### config.mk
export PLATFORM = sky130hd
export DESIGN_NAME = neoIoTop
export DESIGN_NICKNAME = d
export VERILOG_FILES = /design/src/source/neoIoPkg.sv /design/src/source/coinCounters.sv /design/src/source/inputPorts.sv /design/src/source/ioDecode.sv /design/src/source/neoIoTop.sv /design/src/source/outputLatches.sv /design/src/source/systemLatch.sv
export VERILOG_INCLUDE_DIRS = /design/src /design/src/source
export SDC_FILE = /design/constraint.sdc
export NUM_CORES = 1
export LEC_CHECK = 0
export ABC_CLOCK_PERIOD_IN_PS = 2670
export BUFFER_PORTS_ARGS = -buffer_cell sky130_fd_sc_hd__buf_2
export CAP_MARGIN = 20
export CELL_PAD_IN_SITES_DETAIL_PLACEMENT = 2
export CELL_PAD_IN_SITES_GLOBAL_PLACEMENT = 2
export CORE_MARGIN = 4
export CORE_UTILIZATION = 28
export DETAILED_ROUTE_END_ITERATION = 16
export HOLD_SLACK_MARGIN = 0.03
export PLACE_DENSITY_LB_ADDON = 0.15
export SLEW_MARGIN = 20
export SYNTH_ARGS = -nofsm -noshare
export SYNTH_HDL_FRONTEND = slang
export SYNTH_SLANG_ARGS = --single-unit
### constraint.sdc
create_clock -name clk24M -period 2.67 [get_ports clk24M]
set_input_delay 0.534 -clock clk24M [delete_from_list [all_inputs] [get_ports clk24M]]
set_output_delay 0.534 -clock clk24M [all_outputs]
set_load 0.005 [all_outputs]
### src/source/neoIoCfg.svh
`ifndef NEO_IO_CFG_SVH
`define NEO_IO_CFG_SVH

// 68000 byte address, A23 down to A0
`define IO_ADDR_W 24

// One data byte on the low lane
`define IO_DATA_W 8

// A23..A20 pattern of the I/O region
`define IO_REGION 4'h3

// Pull-ups on the data bus when nothing drives it
`define OPEN_BUS 8'hFF

`endif

### src/source/neoIoPkg.sv
`default_nettype none
`include "neoIoCfg.svh"

package neoIoPkg;

	// One CPU access as seen at the bus port
	typedef struct packed {
		logic [`IO_ADDR_W-1:0] addr;
		logic                  write;
		logic [`IO_DATA_W-1:0] data;
	} busReq_t;

	// Read byte, open bus for writes
	typedef struct packed {
		logic [`IO_DATA_W-1:0] data;
	} busRsp_t;

	// Decoded register zones
	typedef enum logic [3:0] {
		zoneNone,
		zoneP1Cnt,
		zoneDipSw,
		zoneTest,
		zoneSound,
		zoneStatusA,
		zoneP2Cnt,
		zoneStatusB,
		zoneBitW0,
		zoneBitW1
	} ioZone_t;

	// Low address byte, bit-write register view
	typedef struct packed {
		logic       highBank;
		logic [2:0] regSel;
		logic [3:0] lowBits;
	} ioRegView_t;

	// Low address byte, counter and system latch view
	typedef struct packed {
		logic       a7;
		logic [1:0] marker;
		logic       setBit;
		logic [2:0] index;
		logic       a0;
	} ioCntView_t;

	typedef union packed {
		ioRegView_t regView;
		ioCntView_t cntView;
	} ioOffset_u;

	// Access handed to the register blocks in its acceptance cycle
	typedef struct packed {
		ioZone_t               zone;
		ioOffset_u             offset;
		logic                  write;
		logic [`IO_DATA_W-1:0] data;
	} ioAccess_t;

	// System latch, bit 0 is index 0
	typedef struct packed {
		logic palBank;
		logic sramLock;
		logic sysFix;
		logic cardRegEn;
		logic cardWenB;
		logic cardWen;
		logic vecSwap;
		logic shadow;
	} sysLatch_t;

endpackage

`default_nettype wire

### src/source/coinCounters.sv
`default_nettype none

module coinCounters (
	input  wire                        clk24M,
	input  wire                        reset,
	input  wire neoIoPkg::ioAccess_t   access,
	input  wire                        accessValid,
	output logic [1:0]                 counters,
	output logic [1:0]                 lockouts
);

	import neoIoPkg::*;

	logic cmdWrite;

	// Command in the address only, data byte ignored
	assign cmdWrite = accessValid && access.write && access.zone == zoneBitW0
		&& access.offset.cntView.marker == 2'b11;

	always_ff @(posedge clk24M) begin
		if (reset) begin
			counters <= 2'b00;
			lockouts <= 2'b00;
		end else if (cmdWrite) begin
			// A2..A1 picks the target, A4 set or clear
			case (access.offset.cntView.index[1:0])
				2'd0: counters[0] <= access.offset.cntView.setBit;
				2'd1: counters[1] <= access.offset.cntView.setBit;
				2'd2: lockouts[0] <= access.offset.cntView.setBit;
				2'd3: lockouts[1] <= access.offset.cntView.setBit;
				default: begin
				end
			endcase
		end
	end

endmodule

`default_nettype wire

### src/source/inputPorts.sv
`default_nettype none
`include "neoIoCfg.svh"

module inputPorts (
	input  wire neoIoPkg::ioAccess_t   access,
	input  wire [9:0]                  p1In,
	input  wire [9:0]                  p2In,
	input  wire [7:0]                  dipSw,
	input  wire                        testBtn,
	input  wire [1:0]                  coinIn,
	input  wire [7:0]                  soundReply,
	input  wire                        rtcTp,
	input  wire                        rtcData,
	input  wire [1:0]                  cardDetect,
	input  wire                        cardProtect,
	output logic [`IO_DATA_W-1:0]      readData
);

	import neoIoPkg::*;

	// Combinational read mux, sampled by the decoder on acceptance
	always_comb begin
		readData = `OPEN_BUS;
		case (access.zone)
			// Stick and buttons A..D
			zoneP1Cnt: readData = p1In[7:0];
			zoneP2Cnt: readData = p2In[7:0];
			zoneDipSw: readData = dipSw;
			// Test button alone in bit 7
			zoneTest: begin
				readData = `OPEN_BUS;
				readData[7] = testBtn;
			end
			// Reply byte from the sound CPU
			zoneSound: readData = soundReply;
			// Coins low, RTC pins high
			zoneStatusA: begin
				readData = `OPEN_BUS;
				readData[1:0] = coinIn;
				readData[6] = rtcTp;
				readData[7] = rtcData;
			end
			// Start and select pairs, card pins, MVS flag
			zoneStatusB: begin
				readData[1:0] = p1In[9:8];
				readData[3:2] = p2In[9:8];
				readData[5:4] = cardDetect;
				readData[6] = cardProtect;
				readData[7] = 1'b1;
			end
			// Write-only and unmapped zones float
			default: readData = `OPEN_BUS;
		endcase
	end

endmodule

`default_nettype wire

### src/source/ioDecode.sv
`default_nettype none
`include "neoIoCfg.svh"

module ioDecode (
	input  wire                        clk24M,
	input  wire                        reset,
	input  wire neoIoPkg::busReq_t     req,
	input  wire                        reqValid,
	output logic                       reqReady,
	output neoIoPkg::busRsp_t          rsp,
	output logic                       rspValid,
	input  wire                        rspReady,
	output neoIoPkg::ioAccess_t        access,
	output logic                       accessValid,
	input  wire [`IO_DATA_W-1:0]       readData
);

	import neoIoPkg::*;

	logic accept;

	// Zone from A23..A17, A7 and A0
	function automatic ioZone_t decodeZone(input logic [`IO_ADDR_W-1:0] addr);
		ioZone_t zone;
		zone = zoneNone;
		if (addr[`IO_ADDR_W-1 -: 4] == `IO_REGION) begin
			case (addr[19:17])
				// P1 on even, DIP or test button on odd
				3'b000: begin
					if (!addr[0]) begin
						zone = zoneP1Cnt;
					end else if (addr[7]) begin
						zone = zoneTest;
					end else begin
						zone = zoneDipSw;
					end
				end
				3'b001: zone = addr[0] ? zoneStatusA : zoneSound;
				// A17 not decoded for P2
				3'b010,
				3'b011: zone = zoneP2Cnt;
				3'b100: zone = addr[0] ? zoneBitW0 : zoneStatusB;
				3'b101: zone = addr[0] ? zoneBitW1 : zoneNone;
				// Video chip zone and the rest stay open
				default: zone = zoneNone;
			endcase
		end
		return zone;
	endfunction

	// Free when nothing pending or the pending byte leaves now
	assign reqReady = !rspValid || rspReady;
	assign accept = reqValid && reqReady;
	assign accessValid = accept;

	always_comb begin
		access.zone = decodeZone(req.addr);
		access.offset = req.addr[7:0];
		access.write = req.write;
		access.data = req.data;
	end

	always_ff @(posedge clk24M) begin
		if (reset) begin
			rspValid <= 1'b0;
		end else if (accept) begin
			rspValid <= 1'b1;
		end else if (rspReady) begin
			rspValid <= 1'b0;
		end
	end

	// Byte held until it is taken
	always_ff @(posedge clk24M) begin
		if (accept) begin
			if (req.write || access.zone == zoneNone) begin
				rsp.data <= `OPEN_BUS;
			end else begin
				rsp.data <= readData;
			end
		end
	end

endmodule

`default_nettype wire

### src/source/neoIoTop.sv
`default_nettype none
`include "neoIoCfg.svh"

module neoIoTop (
	input  wire                        clk24M,
	input  wire                        reset,
	input  wire neoIoPkg::busReq_t     req,
	input  wire                        reqValid,
	output logic                       reqReady,
	output neoIoPkg::busRsp_t          rsp,
	output logic                       rspValid,
	input  wire                        rspReady,
	input  wire [9:0]                  p1In,
	input  wire [9:0]                  p2In,
	input  wire [7:0]                  dipSw,
	input  wire                        testBtn,
	input  wire [1:0]                  coinIn,
	input  wire [7:0]                  soundReply,
	input  wire                        rtcTp,
	input  wire                        rtcData,
	input  wire [1:0]                  cardDetect,
	input  wire                        cardProtect,
	output logic [2:0]                 p1Out,
	output logic [2:0]                 p2Out,
	output logic [2:0]                 cardBank,
	output logic [2:0]                 slotSel,
	output logic [2:0]                 elOut,
	output logic [7:0]                 led1Out,
	output logic [7:0]                 led2Out,
	output logic [2:0]                 rtcCtrl,
	output logic [7:0]                 soundCmd,
	output logic [1:0]                 counters,
	output logic [1:0]                 lockouts,
	output neoIoPkg::sysLatch_t        sysLatch
);

	import neoIoPkg::*;

	ioAccess_t             access;
	logic                  accessValid;
	logic [`IO_DATA_W-1:0] readData;

	// Bus port and zone decode
	ioDecode decode (
		.clk24M, .reset, .req, .reqValid, .reqReady, .rsp, .rspValid, .rspReady,
		.access, .accessValid, .readData
	);

	// Read side
	inputPorts ports (
		.access, .p1In, .p2In, .dipSw, .testBtn, .coinIn, .soundReply,
		.rtcTp, .rtcData, .cardDetect, .cardProtect, .readData
	);

	// Bit-write registers and sound command
	outputLatches latches (
		.clk24M, .reset, .access, .accessValid, .p1Out, .p2Out, .cardBank,
		.slotSel, .elOut, .led1Out, .led2Out, .rtcCtrl, .soundCmd
	);

	// Coin counters and lockouts
	coinCounters coins (
		.clk24M, .reset, .access, .accessValid, .counters, .lockouts
	);

	systemLatch sysCtrl (
		.clk24M, .reset, .access, .accessValid, .sysLatch
	);

endmodule

`default_nettype wire

### src/source/outputLatches.sv
`default_nettype none

module outputLatches (
	input  wire                        clk24M,
	input  wire                        reset,
	input  wire neoIoPkg::ioAccess_t   access,
	input  wire                        accessValid,
	output logic [2:0]                 p1Out,
	output logic [2:0]                 p2Out,
	output logic [2:0]                 cardBank,
	output logic [2:0]                 slotSel,
	output logic [2:0]                 elOut,
	output logic [7:0]                 led1Out,
	output logic [7:0]                 led2Out,
	output logic [2:0]                 rtcCtrl,
	output logic [7:0]                 soundCmd
);

	import neoIoPkg::*;

	logic       bitWrite;
	logic       soundWrite;
	logic [2:0] ledLatch;
	logic [7:0] ledData;
	logic [2:0] ledFall;

	// Bit-write zone, counter commands excluded by the select range
	assign bitWrite = accessValid && access.write && access.zone == zoneBitW0;
	assign soundWrite = accessValid && access.write && access.zone == zoneSound;

	// Latch bits 5..3 dropping from 1 to 0 in this write
	assign ledFall = ledLatch & ~access.data[5:3];

	always_ff @(posedge clk24M) begin
		if (reset) begin
			p1Out <= 3'b000;
			p2Out <= 3'b000;
			cardBank <= 3'b000;
			slotSel <= 3'b000;
			ledLatch <= 3'b000;
			ledData <= 8'h00;
			elOut <= 3'b000;
			led1Out <= 8'h00;
			led2Out <= 8'h00;
			rtcCtrl <= 3'b000;
		end else if (bitWrite) begin
			case (access.offset.regView.regSel)
				// Player outputs share one byte
				3'd0: begin
					p1Out <= access.data[2:0];
					p2Out <= access.data[5:3];
				end
				3'd1: cardBank <= access.data[2:0];
				3'd2: slotSel <= access.data[2:0];
				// Falling latch bit moves the data to its display
				3'd3: begin
					ledLatch <= access.data[5:3];
					if (ledFall[0]) begin
						elOut <= ledData[2:0];
					end
					if (ledFall[1]) begin
						led1Out <= ledData;
					end
					if (ledFall[2]) begin
						led2Out <= ledData;
					end
				end
				3'd4: ledData <= access.data;
				// RTC pins only in the low bank
				3'd5: begin
					if (!access.offset.regView.highBank) begin
						rtcCtrl <= access.data[2:0];
					end
				end
				default: begin
				end
			endcase
		end
	end

	// Command byte to the sound CPU
	always_ff @(posedge clk24M) begin
		if (reset) begin
			soundCmd <= 8'h00;
		end else if (soundWrite) begin
			soundCmd <= access.data;
		end
	end

endmodule

`default_nettype wire

### src/source/systemLatch.sv
`default_nettype none

module systemLatch (
	input  wire                        clk24M,
	input  wire                        reset,
	input  wire neoIoPkg::ioAccess_t   access,
	input  wire                        accessValid,
	output neoIoPkg::sysLatch_t        sysLatch
);

	import neoIoPkg::*;

	logic latchWrite;

	// Any write in the odd half of the bit-write 1 zone
	assign latchWrite = accessValid && access.write && access.zone == zoneBitW1;

	// Addressable latch, A3..A1 index, A4 value
	always_ff @(posedge clk24M) begin
		if (reset) begin
			sysLatch <= '0;
		end else if (latchWrite) begin
			sysLatch[access.offset.cntView.index] <= access.offset.cntView.setBit;
		end
	end

endmodule

`default_nettype wire

==> flow_summary.toml <==
[clock_network]
insertion_delay_ps = 340
cts_buffers = 9
clk_pin_slew_worst_paths_ps = 60
hold_buffers = 0
htreeDepth = 3
clockRootBuffer = "clkbuf_16"
cts_tree = "built"
cts_resized = 0
clockBufferDepth = 2
cts.sinks = 74
cts_setup_buffers = 0

[sta]
clock_skew_ps = 8.07
fmax_mhz = 470
period_share_pct = 79.7
hold_viol_final = 0
relSlewSlack_pct = 55.8
rsz0062_at_grt = "false"
setup_tns_ps = 0
worst_slew_pin_slew_ps = 661
setup_viol = 0
finalMaxSlewViolations = 0
period_minus_slack_ps = 2130

[floorplan]
rows = 41
die_h_um = 122
io_pins = 145
start_util_pct = 28.7
die_area_sq_mm = 0.0148
fp.coreArea_sq_mm = 0.0126
die_w_um = 122

[place]
portBuffers = 135
dp_cells = 680
hpwl_um = 9570
gp_congestion = 0.736

[global_route]
overflow = 0
grt_max_degree = 46
grt_util_all_layers_pct = 17.0
grt_pass1_vias = 3670
antenna_found_initial = 0
grt_pass1_wl_um = 19600

[logic_synthesis]
ys_types = 47
yosysTopAreaCellShare_pct = 36.5
synth_cells = 385
async_flop_share_pct = 0
synth_compound_area_share_pct = 15.2
syn_nets = 466
syn_area_per_cell_sq_um = 9.41
muxShareOfSynthArea_pct = 12.3
ys_warn_count = 0
synth_edf_count = 8
synth_top_family_by_area = "simple AND/OR/NAND/NOR gates"
synth_area_sq_mm = 0.00362
ys_ff_latch = 74
synth-adder-area-share_pct = 0
synth_ff_type = "dfxtp_1"
synth.area.top_cells = "dfxtp_1, mux2i_1, nand2b_1"
synthSimpleGateAreaFrac_pct = 25.4
synthXorXnorAreaFrac_pct = 0
yosysTopAreaCell = "dfxtp_1"
ys_seq_area_share_pct = 43.1

[power]
power_leakage_nw = 2.07
p_int_mw = 1.94
seqPwrFrac_pct = 43.9
power_density_mw_per_mm2 = 535
clkPwrFrac_pct = 47.6
swShare_pct = 24.5
irDropWorstVdd_mv = 0.263
p_sw_uw = 629
power.share.combinational_pct = 8.5
power.total_mw = 2.57

[routing]
drtIter0Drc = 118
dr.pass1.iters = 4
ant_nets = 0
wl_um = 12600
wl_per_cell_um = 18.1
num_vias = 3498
vias_per_cell = 5.03
drc = 0

[setup_path]
startpoint_type = "flip-flop"
cp_num_buf_inv = 2
cp_data_arrival_time_ps = 1590
critPathKind = "flip-flop to output pin"
crit_fanout = 7
critPathMaxStageDelay_ps = 550
rrSetupSlack_ps = 710
crit_chain = "nor2b_1 > inv_1 > buf_2"
end_kind = "output pin"
cp.required_ps = 2140
path_delay_family = "simple AND/OR/NAND/NOR gates"
crit_slowest_cell = "nor2b_1"

[job]
max_cap_viol_count = 0

[layout]
fin_util_pct = 38.1
drive_gt1_share_pct = 33.8
area_growth_pct = 32.6
fillers = 1456
diodes = 0
fin_cells = 696
layout.nets = 600

[outcome]
outcome = "complete, no violations"

[worst_hold_path]
hold_path_class = "flip-flop to flip-flop"
==> through the flow <==
stage	hold slack [ps]	cell area, sq um	worst slack [ps]
2_1_floorplan	450	3620	643
3_3_place_gp	451	4500	406
3_5_place_dp	456	4500	333
4_1_cts	465	4800	526
5_1_grt	473	4800	433
6_report	462	4800	543
==> power by group through the flow <==
stage / combinational, mW / clock, mW / sequential (mW)
after CTS: 0.222 / 1.26 / 1.13
after detailed placement: 0.221 / 0 / 1.15
after global placement: 0.215 / 0 / 1.15
after global routing: 0.242 / 1.31 / 1.13
after floorplan: 0.112 / 0 / 1.15
final: 0.219 / 1.22 / 1.13
==> layer usage <==
metal	global-route usage (%)	vias up	part of all wire (%)	wire, um
li1	-	1684	-	-
met1	20.5	1720	43	5410
met2	29.6	85	51	6360
met3	5.11	9	5.4	673
met4	4.20	0	0.99	125
met5	0	-	0	0
==> flip-flops by register name, summed over array words and instances (netlist names), 3 cells and up <==
| name | count |
|---|---|
| decode.rsp | 8 |
| latches.cardBank | 3 |
| latches.elOut | 3 |
| latches.led1Out | 8 |
| latches.led2Out | 8 |
| latches.ledData | 8 |
| latches.ledLatch | 3 |
| latches.p1Out | 3 |
| latches.p2Out | 3 |
| latches.rtcCtrl | 3 |
| latches.slotSel | 3 |
| latches.soundCmd | 8 |
| sysCtrl.sysLatch | 8 |
==> final cells by class <==
type / instances / area, sq um / area share (%)
clock inverter: 5 / 42.5 / 0.885
tap: 172 / 215 / 4.48
multi-input combinational: 279 / 1920 / 39.9
clock buffer: 11 / 264 / 5.49
inverter: 6 / 22.5 / 0.469
sequential: 74 / 1560 / 32.5
timing repair buffer: 149 / 781 / 16.2
==> cell families after synthesis <==
kind of cell / Yosys count
compound gates: 88
buf+inv: 32
flops: 74
mux: 44
simple gates: 147
==> worst min-delay path: cells and delay by family (launching register included) <==
family          cells  cell delay, ps
compound gates      2             100
flops               1             310
==> cell usage in the layout, fill, tap and decap left out, types with 12 or more instances in the layout <==
cell type	instances
nand2b_1	46
nand4b_1	12
mux2i_1	41
buf_4	14
o21ai_0	21
buf_2	135
nor2_1	17
nand4_1	13
dfxtp_1	66
a21oi_1	37
nand3_1	19
==> synth_stat cells (3+ instances only) <==
cell type / count
nand2b_1: 46
nand4b_1: 12
o221ai_1: 4
a21oi_1: 37
o41ai_1: 4
clkbuf_1: 16
mux2i_1: 41
nor2_1: 17
nand3_1: 19
dfxtp_1: 66
nand4_1: 13
a22oi_1: 8
edfxtp_1: 8
mux2_2: 3
nor3_1: 4
a2111o_1: 3
o31ai_1: 3
nor2b_1: 6
inv_1: 6
o21ai_0: 21
nand2_1: 9
buf_2: 5
and2_1: 4
==> path summary, 6_finish.rpt <==
kind	startpoint	end	cells after the start
setup / recovery	decode.rspValid$_SDFFE_PP0P_	reqReady	3
hold / removal	sysCtrl.sysLatch[2]$_SDFFE_PP0P_	sysCtrl.sysLatch[2]$_SDFFE_PP0P_	2
setup reg to reg	decode.rspValid$_SDFFE_PP0P_	latches.p1Out[0]$_SDFFE_PP0P_	4
hold reg to reg	sysCtrl.sysLatch[2]$_SDFFE_PP0P_	sysCtrl.sysLatch[2]$_SDFFE_PP0P_	2
Power figures use the tool's default switching activity.
